`config.mk`:
```
export PLATFORM = sky130hd
export DESIGN_NAME = gb_io_top
export DESIGN_NICKNAME = d
export VERILOG_FILES = /design/src/hdl/gb_irq_pkg.sv /design/src/hdl/gb_map_pkg.sv /design/src/hdl/gb_io_top.sv /design/src/hdl/read_return.sv /design/src/hdl/hram.sv /design/src/hdl/irq_ctrl.sv /design/src/hdl/serial_link.sv /design/src/hdl/joypad_port.sv /design/src/hdl/io_decode.sv
export SDC_FILE = /design/constraint.sdc
export NUM_CORES = 1
export LEC_CHECK = 0
export BUFFER_PORTS_ARGS = -buffer_cell sky130_fd_sc_hd__buf_2
export CELL_PAD_IN_SITES_DETAIL_PLACEMENT = 0
export CELL_PAD_IN_SITES_GLOBAL_PLACEMENT = 1
export CORE_UTILIZATION = 55
export DETAILED_ROUTE_END_ITERATION = 8
export PLACE_DENSITY_LB_ADDON = 0.05
export SLEW_MARGIN = 20
export SYNTH_ARGS = -nofsm -noshare
export SYNTH_HDL_FRONTEND = slang
export SYNTH_SLANG_ARGS = --single-unit
```
`constraint.sdc`:
```
create_clock -name clk_cpu -period 3.33 [get_ports clk_cpu]
set_input_delay 0.666 -clock clk_cpu [delete_from_list [all_inputs] [get_ports clk_cpu]]
set_output_delay 0.666 -clock clk_cpu [all_outputs]
set_load 0.05 [all_outputs]
```
`src/hdl/gb_irq_pkg.sv`:
```
// interrupt sources, their flag bit positions and the rst vectors
// lower index means higher priority
// vector values are the 8 bit jump targets seen by the cpu on an ack
package gb_irq_pkg;

	localparam int irq_count = 5;	// five sources
	typedef logic [irq_count-1:0] irq_mask_t;

	// flag / enable bit positions
	localparam int irq_vblank = 0;
	localparam int irq_lcd    = 1;
	localparam int irq_timer  = 2;
	localparam int irq_serial = 3;
	localparam int irq_joypad = 4;

	// vector = base + step * index
	localparam logic [7:0] irq_vec_base = 8'h40;
	localparam logic [7:0] irq_vec_step = 8'h08;
	localparam logic [7:0] irq_vec_none = 8'h55;	// nothing pending

endpackage

```
`src/hdl/gb_map_pkg.sv`:
```
// register map of the io block, bus widths and the access select
// only the io page ff00-ffff is decoded, anything else reads open bus
// serial timing counts clk_cpu cycles, no separate shift clock exists
package gb_map_pkg;

	typedef logic [15:0] bus_addr_t;	// cpu address
	typedef logic [7:0]  bus_data_t;	// cpu data byte
	typedef logic [6:0]  hram_addr_t;	// zero page offset

	// target of a registered access
	typedef enum logic [2:0] {
		sel_none,
		sel_joy,
		sel_sb,
		sel_sc,
		sel_if,
		sel_ie,
		sel_hram
	} io_sel_e;

	localparam bus_addr_t addr_joy  = 16'hff00;	// P1
	localparam bus_addr_t addr_sb   = 16'hff01;	// serial data, not stored
	localparam bus_addr_t addr_sc   = 16'hff02;	// serial control
	localparam bus_addr_t addr_if   = 16'hff0f;
	localparam bus_addr_t addr_ie   = 16'hffff;
	localparam bus_addr_t hram_base = 16'hff80;
	localparam int hram_depth = 127;		// ff80..fffe

	// dummy serial transfer
	localparam int serial_bit_cycles = 512;
	localparam int serial_bits = 8;
	typedef logic [$clog2(serial_bit_cycles)-1:0] ser_div_t;
	typedef logic [$clog2(serial_bits+1)-1:0]     ser_cnt_t;

	localparam bus_data_t open_bus = 8'hff;	// unmapped read value

endpackage
```
`src/hdl/gb_io_top.sv`:
```
// io register block of the console, pipelined slave without back-pressure
// read strobe in cycle N returns data with rd_valid in N+2
// a write in cycle N takes effect at the end of N+1
// video, lcd status and timer interrupts enter as one cycle strobes
module gb_io_top import gb_map_pkg::*; (
	input  logic      clk_cpu,
	input  logic      reset,
	input  bus_addr_t cpu_addr,
	input  bus_data_t cpu_wdata,
	input  logic      cpu_wr,
	input  logic      cpu_rd,
	input  bus_data_t joystick,	// 1 is pressed
	input  logic      vblank_evt,
	input  logic      lcd_evt,
	input  logic      timer_evt,
	input  logic      irq_ack,
	output bus_data_t cpu_rdata,
	output logic      rd_valid,
	output logic      irq_n,
	output bus_data_t irq_vec
);

	// stage 1 broadcast
	io_sel_e    sel;
	logic       wr_q, rd_q;
	bus_data_t  wdata_q;
	hram_addr_t hram_addr_q;

	// stage 2 read bytes and events
	bus_data_t joy_rdata, sc_rdata, if_rdata, ie_rdata, hram_rdata;
	logic      joy_edge, serial_evt;

	io_decode u_decode (
		.clk_cpu, .reset, .cpu_addr, .cpu_wdata, .cpu_wr, .cpu_rd,
		.sel, .wr_q, .rd_q, .wdata_q, .hram_addr_q
	);

	// --------------------
	// stage 2 units
	joypad_port u_joy (
		.clk_cpu, .reset, .sel, .wr_q, .wdata_q, .joystick,
		.joy_rdata, .joy_edge
	);

	serial_link u_serial (
		.clk_cpu, .reset, .sel, .wr_q, .wdata_q,
		.sc_rdata, .serial_evt
	);

	irq_ctrl u_irq (
		.clk_cpu, .reset, .sel, .wr_q, .wdata_q,
		.vblank_evt, .lcd_evt, .timer_evt, .serial_evt, .joy_edge, .irq_ack,
		.if_rdata, .ie_rdata, .irq_n, .irq_vec
	);

	hram u_hram (
		.clk_cpu, .sel, .wr_q, .wdata_q, .hram_addr_q,
		.hram_rdata
	);

	read_return u_ret (
		.clk_cpu, .reset, .sel, .rd_q,
		.joy_rdata, .sc_rdata, .if_rdata, .ie_rdata, .hram_rdata,
		.cpu_rdata, .rd_valid
	);

endmodule

```
`src/hdl/read_return.sv`:
```
// third stage, picks the read byte of the addressed unit
// cpu_rdata is only meaningful while rd_valid is high
// SB and unmapped addresses return open bus
module read_return import gb_map_pkg::*; (
	input  logic      clk_cpu,
	input  logic      reset,
	input  io_sel_e   sel,
	input  logic      rd_q,
	input  bus_data_t joy_rdata,
	input  bus_data_t sc_rdata,
	input  bus_data_t if_rdata,
	input  bus_data_t ie_rdata,
	input  bus_data_t hram_rdata,
	output bus_data_t cpu_rdata,
	output logic      rd_valid
);

	io_sel_e sel_q2;	// select, aligned with stage 2 read bytes

	always_ff @(posedge clk_cpu) begin
		if (reset) begin
			sel_q2   <= sel_none;
			rd_valid <= 1'b0;
		end else begin
			sel_q2   <= sel;
			rd_valid <= rd_q;	// two cycles after the strobe
		end
	end

	// --------------------
	// read mux
	always_comb begin
		case (sel_q2)
			sel_joy:  cpu_rdata = joy_rdata;
			sel_sc:   cpu_rdata = sc_rdata;
			sel_if:   cpu_rdata = if_rdata;
			sel_ie:   cpu_rdata = ie_rdata;
			sel_hram: cpu_rdata = hram_rdata;
			default:  cpu_rdata = open_bus;	// sb, unmapped
		endcase
	end

endmodule

```
`src/hdl/hram.sv`:
```
// 127 byte zero page ram at ff80-fffe, single port
// registered read, contents undefined after power up
module hram import gb_map_pkg::*; (
	input  logic       clk_cpu,
	input  io_sel_e    sel,
	input  logic       wr_q,
	input  bus_data_t  wdata_q,
	input  hram_addr_t hram_addr_q,
	output bus_data_t  hram_rdata
);

	bus_data_t mem [hram_depth];

	always_ff @(posedge clk_cpu) begin
		if (sel == sel_hram && wr_q)
			mem[hram_addr_q] <= wdata_q;
		// read every cycle, read_return picks it only for hram reads
		hram_rdata <= mem[hram_addr_q];
	end

endmodule

```
`src/hdl/irq_ctrl.sv`:
```
// interrupt flag and enable registers with the priority vector
// event strobes set IF at the end of their cycle, a cpu write of IF wins
// irq_ack clears the highest priority enabled flag in the same cycle
// irq_n and irq_vec are combinational from the registers
module irq_ctrl import gb_map_pkg::*, gb_irq_pkg::*; (
	input  logic      clk_cpu,
	input  logic      reset,
	input  io_sel_e   sel,
	input  logic      wr_q,
	input  bus_data_t wdata_q,
	input  logic      vblank_evt,
	input  logic      lcd_evt,
	input  logic      timer_evt,
	input  logic      serial_evt,
	input  logic      joy_edge,
	input  logic      irq_ack,
	output bus_data_t if_rdata,
	output bus_data_t ie_rdata,
	output logic      irq_n,
	output bus_data_t irq_vec
);

	irq_mask_t if_r, ie_r;
	irq_mask_t pending;
	irq_mask_t evt_mask;	// sources firing this cycle
	irq_mask_t ack_mask;	// lowest pending bit only
	irq_mask_t if_next;

	assign pending = if_r & ie_r;
	assign irq_n = ~|pending;

	always_comb begin
		evt_mask = '0;
		evt_mask[irq_vblank] = vblank_evt;
		evt_mask[irq_lcd]    = lcd_evt;
		evt_mask[irq_timer]  = timer_evt;
		evt_mask[irq_serial] = serial_evt;
		evt_mask[irq_joypad] = joy_edge;
	end

	// --------------------
	// priority, walk down so the lowest index is left last
	always_comb begin
		ack_mask = '0;
		irq_vec  = irq_vec_none;
		for (int i = irq_count - 1; i >= 0; i--) begin
			if (pending[i]) begin
				ack_mask    = '0;
				ack_mask[i] = 1'b1;
				irq_vec     = irq_vec_base + irq_vec_step * 8'(i);
			end
		end
	end

	always_comb begin
		if_next = if_r | evt_mask;
		if (irq_ack)
			if_next = if_next & ~ack_mask;
		if (sel == sel_if && wr_q)
			if_next = wdata_q[irq_count-1:0];	// cpu write has the last word
	end

	always_ff @(posedge clk_cpu) begin
		if (reset) begin
			if_r <= '0;
			ie_r <= '0;
		end else begin
			if_r <= if_next;
			if (sel == sel_ie && wr_q)
				ie_r <= wdata_q[irq_count-1:0];
		end
		if_rdata <= {{(8 - irq_count){1'b1}}, if_r};	// unused bits read high
		ie_rdata <= {{(8 - irq_count){1'b0}}, ie_r};
	end

endmodule

```
`src/hdl/serial_link.sv`:
```
// serial control register with a dummy transfer, no data is shifted
// a transfer needs SC bits 7 and 0 both set, external clock mode never ends
// length is about serial_bits * serial_bit_cycles clk_cpu cycles
// SB is not stored and reads open bus elsewhere
module serial_link import gb_map_pkg::*; (
	input  logic      clk_cpu,
	input  logic      reset,
	input  io_sel_e   sel,
	input  logic      wr_q,
	input  bus_data_t wdata_q,
	output bus_data_t sc_rdata,
	output logic      serial_evt
);

	logic     sc_start;	// SC bit 7, transfer busy
	logic     sc_clk;	// SC bit 0, internal clock
	ser_div_t div_cnt;	// cycles left in current bit
	ser_cnt_t bit_cnt;	// bits left

	always_ff @(posedge clk_cpu) begin
		if (reset) begin
			sc_start   <= 1'b0;
			sc_clk     <= 1'b0;
			div_cnt    <= '0;
			bit_cnt    <= '0;
			serial_evt <= 1'b0;
		end else begin
			serial_evt <= 1'b0;	// one cycle pulse
			if (sel == sel_sc && wr_q) begin
				sc_start <= wdata_q[7];
				sc_clk   <= wdata_q[0];
				if (wdata_q[7]) begin	// (re)start
					div_cnt <= ser_div_t'(serial_bit_cycles - 1);
					bit_cnt <= ser_cnt_t'(serial_bits);
				end
			end else if (sc_start && sc_clk) begin
				// --------------------
				// running transfer
				div_cnt <= div_cnt - ser_div_t'(1);	// wraps to full count
				if (div_cnt == '0 && bit_cnt != '0)
					bit_cnt <= bit_cnt - ser_cnt_t'(1);
				if (bit_cnt == '0) begin
					serial_evt <= 1'b1;
					sc_start   <= 1'b0;	// done, busy bit drops
				end
			end
		end
		sc_rdata <= {sc_start, 6'h3f, sc_clk};
	end

endmodule

```
`src/hdl/joypad_port.sv`:
```
// P1 joypad register with its two group select bits
// joystick is active high and unsynchronized, the edge history also syncs it
// a group that is deselected reads as all ones
module joypad_port import gb_map_pkg::*; (
	input  logic      clk_cpu,
	input  logic      reset,
	input  io_sel_e   sel,
	input  logic      wr_q,
	input  bus_data_t wdata_q,
	input  bus_data_t joystick,
	output bus_data_t joy_rdata,
	output logic      joy_edge
);

	logic [1:0] p54;		// P1 bits 5:4, low enables a group
	logic [3:0] dir_n, btn_n;	// active low groups
	logic [7:0] hist1, hist2;

	assign dir_n = ~{joystick[2], joystick[3], joystick[1], joystick[0]} | {4{p54[0]}};
	assign btn_n = ~{joystick[7], joystick[6], joystick[5], joystick[4]} | {4{p54[1]}};

	always_ff @(posedge clk_cpu) begin
		if (reset) begin
			p54      <= 2'b00;
			hist1    <= 8'hff;	// idle lines, no edge after reset
			hist2    <= 8'hff;
			joy_edge <= 1'b0;
		end else begin
			if (sel == sel_joy && wr_q)
				p54 <= wdata_q[5:4];
			hist1    <= {dir_n, btn_n};
			hist2    <= hist1;
			joy_edge <= |(hist2 & ~hist1);	// any falling line
		end
		joy_rdata <= {2'b11, p54, dir_n & btn_n};	// stage 2 read byte
	end

endmodule

```
`src/hdl/io_decode.sv`:
```
// first pipeline stage, classifies the bus address and registers the request
// cpu_wr and cpu_rd are single cycle strobes, never both in one cycle
// ffff is the IE register even though it sits at the top of the hram page
module io_decode import gb_map_pkg::*; (
	input  logic       clk_cpu,
	input  logic       reset,
	input  bus_addr_t  cpu_addr,
	input  bus_data_t  cpu_wdata,
	input  logic       cpu_wr,
	input  logic       cpu_rd,
	output io_sel_e    sel,
	output logic       wr_q,
	output logic       rd_q,
	output bus_data_t  wdata_q,
	output hram_addr_t hram_addr_q
);

	io_sel_e sel_d;

	// address classification
	always_comb begin
		if (cpu_addr == addr_ie)
			sel_d = sel_ie;	// checked before the hram window
		else if (cpu_addr[15:7] == hram_base[15:7])
			sel_d = sel_hram;
		else begin
			case (cpu_addr)
				addr_joy: sel_d = sel_joy;
				addr_sb:  sel_d = sel_sb;
				addr_sc:  sel_d = sel_sc;
				addr_if:  sel_d = sel_if;
				default:  sel_d = sel_none;
			endcase
		end
	end

	// --------------------
	// request register
	always_ff @(posedge clk_cpu) begin
		if (reset) begin
			sel  <= sel_none;
			wr_q <= 1'b0;
			rd_q <= 1'b0;
		end else begin
			sel  <= (cpu_wr || cpu_rd) ? sel_d : sel_none;	// idle cycles target nothing
			wr_q <= cpu_wr;
			rd_q <= cpu_rd;
		end
		wdata_q     <= cpu_wdata;	// payload, qualified by wr_q
		hram_addr_q <= cpu_addr[6:0];
	end

endmodule

```
==> summary.txt <==
Outcome
  – Outcome: completed

Timing
  – Setup violations, final: 0
  – Actual transition at the worst max-transition pin: approximately 1200 ps
  – Unrepaired setup endpoints after global routing: no
  – Maximum achievable frequency: roughly 0.33 GHz
  – Setup Total Neg Slack: 0 ps
  – Worst setup slack after layout: slightly above 300 ps
  – Period minus WS final: 3020 ps
  – Share of the clock period used by the worst path: 90.7%
  – Relative slew slack: 22.7%
  – Maximum clock skew at final layout: about 21 ps
  – Number of pins with negative max-slew slack in the final report: 0
  – Count of final hold-check violations: 0

Floorplanning
  – IO Pins: 58
  – Core footprint: between 0.07 and 0.08 mm²
  – Core Rows: approximately 100
  – Starting utilization of the core area: roughly 56%
  – DIE AREA: approximately 0.080 mm²
  – Horiz. Die Dim: 282 µm
  – Die H: ~280 µm

Critical path
  – Crit end category: primary output
  – Path depth of the worst reg2reg path: 8
  – Arr. time, crit path: about 2400 ps
  – Kind of critical path: reg2out
  – Max FO, Critical Path: 12
  – Worst reg2reg endpoint: u_hram.hram_rdata[5]
  – Setup slack of the most critical reg-to-reg path: between 400 and 500 ps
  – Req. time, crit path: ~2700 ps
  – Kind of launch point of the worst setup path: register
  – Launch point of the worst reg-to-reg path: u_decode.hram_addr_q[0]

Power and ir drop
  – Share of total power in sequential cells: a little over half
  – Leakage power: approximately 16 nW
  – Ratio of total power to cell area: about 600 mW/mm²
  – Peak supply drop: a little over 600 µV
  – Switching share of power: around 21%
  – Clock Power Share: 42.6%
  – Part of the power in combinational logic: under 10%
  – Internal power: ~0.023 W
  – Sw Pwr: a little under 0.006 W

Global routing
  – Initial antenna violation count: 2
  – Global-route wire length before repair: ~150000 µm
  – Number of global-route vias before repair: about 22000
  – Met1 routing resource usage after global routing: between 30 and 40%
  – Global Route met3 Usage: under 10%
  – Met2 usage in global routing: between 40% and 50%
  – Most heavily used metal layer in global routing: met2
  – Final global-route overflow total: 0
  – Overall global routing resource usage: around 26%
  – Maximum number of pins on one net before global-route repair: 128

Clock tree
  – Setup Buffers After CTS: 0
  – Bufs on Longest Clock Path: 3
  – # H-tree levels: 3
  – Clock root buffer: clkbuf_16
  – # clock sinks: ~1100
  – Number of buffers created by CTS: 111
  – Number of hold buffers added after cts: 0
  – Clock transition at the registers of the reported paths: about 60 ps
  – Post-cts sizing count: 0
  – TritonCTS clock tree: done
  – Skew-Pair Late Insertion Delay: between 600 and 700 ps

Route
  – Drt via density: about 6.0
  – Final ANT Viol Nets: 0
  – Routed wire per std cell: 27.4 µm
  – 1st-iter DRT viols: about 2100
  – Detailed-routing iteration count for the pre-antenna-repair pass: 5
  – Vias: 22100
  – DRC violations left: 0
  – Final Routed Wirelength: 101000 µm

Worst hold path
  – Hold path start: cpu_wdata[5]
  – End point of the most critical hold path: u_decode.wdata_q[5]
  – HP Class: in2reg
  – Hold depth: 1

Synthesis
  – Post-synthesis async set-or-reset flop share: 0%
  – Count of flip-flops with a built-in enable after synthesis: ~1000
  – Number of warnings reported in the yosys synthesis log: 0
  – Synth Instances: 2295
  – Syn Std Cell Area: 0.0432 mm²
  – Number of different library cells in the post-synthesis netlist: 64
  – Flop and latch count out of synthesis: 1111
  – Mean instance size in the synthesized netlist: 18.8 µm²
  – Most used DFF post-synth: edfxtp_1
  – Sequential cell area fraction in the yosys report: 74.9%

Place
  – Final weighted congestion of routability-driven global placement: ~0.86
  – Count of port buffers added during placement: 54
  – Final HPWL from detailed placement: between 60000 and 70000 µm
  – Setup WS pre-CTS: roughly 440 ps

Job
  – Max-capacitance violation count: 0

Layout
  – Area growth from synthesis to layout: 14.5%
  – Fraction of layout instances using a drive strength above 1: ~27%
  – Count of nets after finishing: roughly 2600
cell usage after synthesis (7+ instances only):
| cell | number | area share, % |
|---|---|---|
| buf_4 | 36 | 0.62 |
| nand3_1 | 24 | 0.28 |
| nor2_1 | 170 | 1.5 |
| nand2_1 | 126 | 1.1 |
| nor4_1 | 7 | 0.10 |
| a2111oi_0 | 7 | 0.14 |
| o221ai_1 | 11 | 0.22 |
| and3_1 | 10 | 0.14 |
| a211oi_2 | 8 | 0.23 |
| o2111ai_1 | 16 | 0.32 |
| buf_2 | 27 | 0.31 |
| mux4_2 | 180 | 9.4 |
| mux4_1 | 12 | 0.73 |
| clkbuf_1 | 32 | 0.28 |
| or2_2 | 7 | 0.10 |
| mux2i_1 | 110 | 2.5 |
| dfxtp_1 | 95 | 4.4 |
| or3_1 | 12 | 0.17 |
| mux2_2 | 62 | 1.6 |
| buf_1 | 7 | 0.061 |
| a21oi_1 | 50 | 0.58 |
| edfxtp_1 | 1016 | 71 |
| nor2b_1 | 35 | 0.51 |
| inv_1 | 25 | 0.22 |
| a22oi_1 | 34 | 0.59 |
| o22ai_1 | 33 | 0.48 |
| nor3_1 | 10 | 0.12 |
| nand4_1 | 9 | 0.13 |
| a2111oi_2 | 9 | 0.31 |
| and2_1 | 8 | 0.12 |
| buf_6 | 12 | 0.31 |
| o21ai_0 | 10 | 0.12 |
| a211oi_1 | 16 | 0.28 |
per-stage QoR:
stage | power [W] | util (%) | hold slack (ps) | cells | cell area, µm²
final | 0.0289 | 63.8 | 96.1 | 3691 | 49500
after global routing | 0.0297 | 63.8 | 71.4 | 3690 | 49500
after CTS | 0.0291 | 63.8 | 60.2 | 3689 | 49500
after detailed placement | 0.0169 | 59.1 | 364 | 3482 | 45900
after global placement | 0.0169 | 59.1 | 367 | 3482 | 45900
after floorplan | 0.0164 | - | 350 | 2296 | 43300
critical path: stages, from the launching register on:
cell and delay (ps):
dfxtp_1 620, inv_1 150, a221oi_1 290, a31oi_1 70, a311o_1 350, buf_2 220
area by class of cell:
class	instances	area (µm²)
diodes	1	2.50
flip-flops and latches	1111	32500
clock buffers	145	3060
clock inverters	62	563
multi-input cells	1034	9900
well taps	1040	1300
inverters	27	101
repair buffers	271	2130
fillers	5433	28100
cells in the final DEF, fill, tap and decap left out, drive strengths merged, types with 6 or more instances in the layout:
cell type	n
and3	10
or3	12
and2	8
mux2i	110
o21ai	10
nor2b	35
nor4	8
nand2b	6
or2	7
dfxtp	95
buf	271
mux2	62
nand3	25
bufinv	10
o221ai	11
a211oi	24
inv	30
clkbuf	145
nor2	170
clkinv	48
nand4	9
nand2	126
a21oi	50
edfxtp	1016
a2111oi	16
o22ai	33
a22oi	34
nor3	10
o2111ai	16
xnor2	6
mux4	192
per-layer routing:
layer / vias to the layer above / wire length [µm]
met5: - / 12
met4: 2 / 1930
met3: 116 / 5560
met2: 670 / 49900
met1: 11600 / 43600
li1: 9731 / -
worst max path at each step:
stage | from | to | slack (ps) | cells past startpoint
detailed placement | u_decode.hram_addr_q[0] | u_hram.hram_rdata[5] | 440 | 8
floorplan | u_decode.wdata_q[7] | u_serial.div_cnt[7] | 280 | 4
finish | u_ret.sel_q2[2] | cpu_rdata[0] | 310 | 5
global placement | u_decode.hram_addr_q[0] | u_hram.hram_rdata[5] | 450 | 8
CTS | u_ret.sel_q2[2] | cpu_rdata[0] | 260 | 5
global route | u_ret.sel_q2[2] | cpu_rdata[0] | 170 | 5
cells by family after synthesis:
group | synth area share (%)
mux | 14.3
fa+ha+maj | 0.0868
other cells | 0.0174
compound gates | 3.65
simple gates | 4.64
buf+inv | 2.20
flops | 74.9
xor+xnor | 0.203
state kept, by name (all words and copies together) (netlist names), 2 cells and up:
register              count
u_joy.hist1               8
u_decode.hram_addr_q      7
u_decode.sel              3
u_hram.mem             1016
u_irq.if_r                5
u_serial.div_cnt          9
u_irq.ie_rdata            5
u_joy.hist2               8
u_decode.wdata_q          8
u_serial.sc_rdata         2
u_joy.p54                 2
u_hram.hram_rdata         8
u_serial.bit_cnt          4
u_joy.joy_rdata           6
u_irq.if_rdata            5
u_ret.sel_q2              3
u_irq.ie_r                5
power groups by stage:
stage,clock network (W),registers (W),logic [W]
finish,0.0123,0.0154,0.00119
global route,0.0130,0.0154,0.00126
CTS,0.0125,0.0154,0.00118
detailed placement,0,0.0157,0.00117
global placement,0,0.0157,0.00117
floorplan,0,0.0157,0.000740
(Power assumes the default switching activity.)
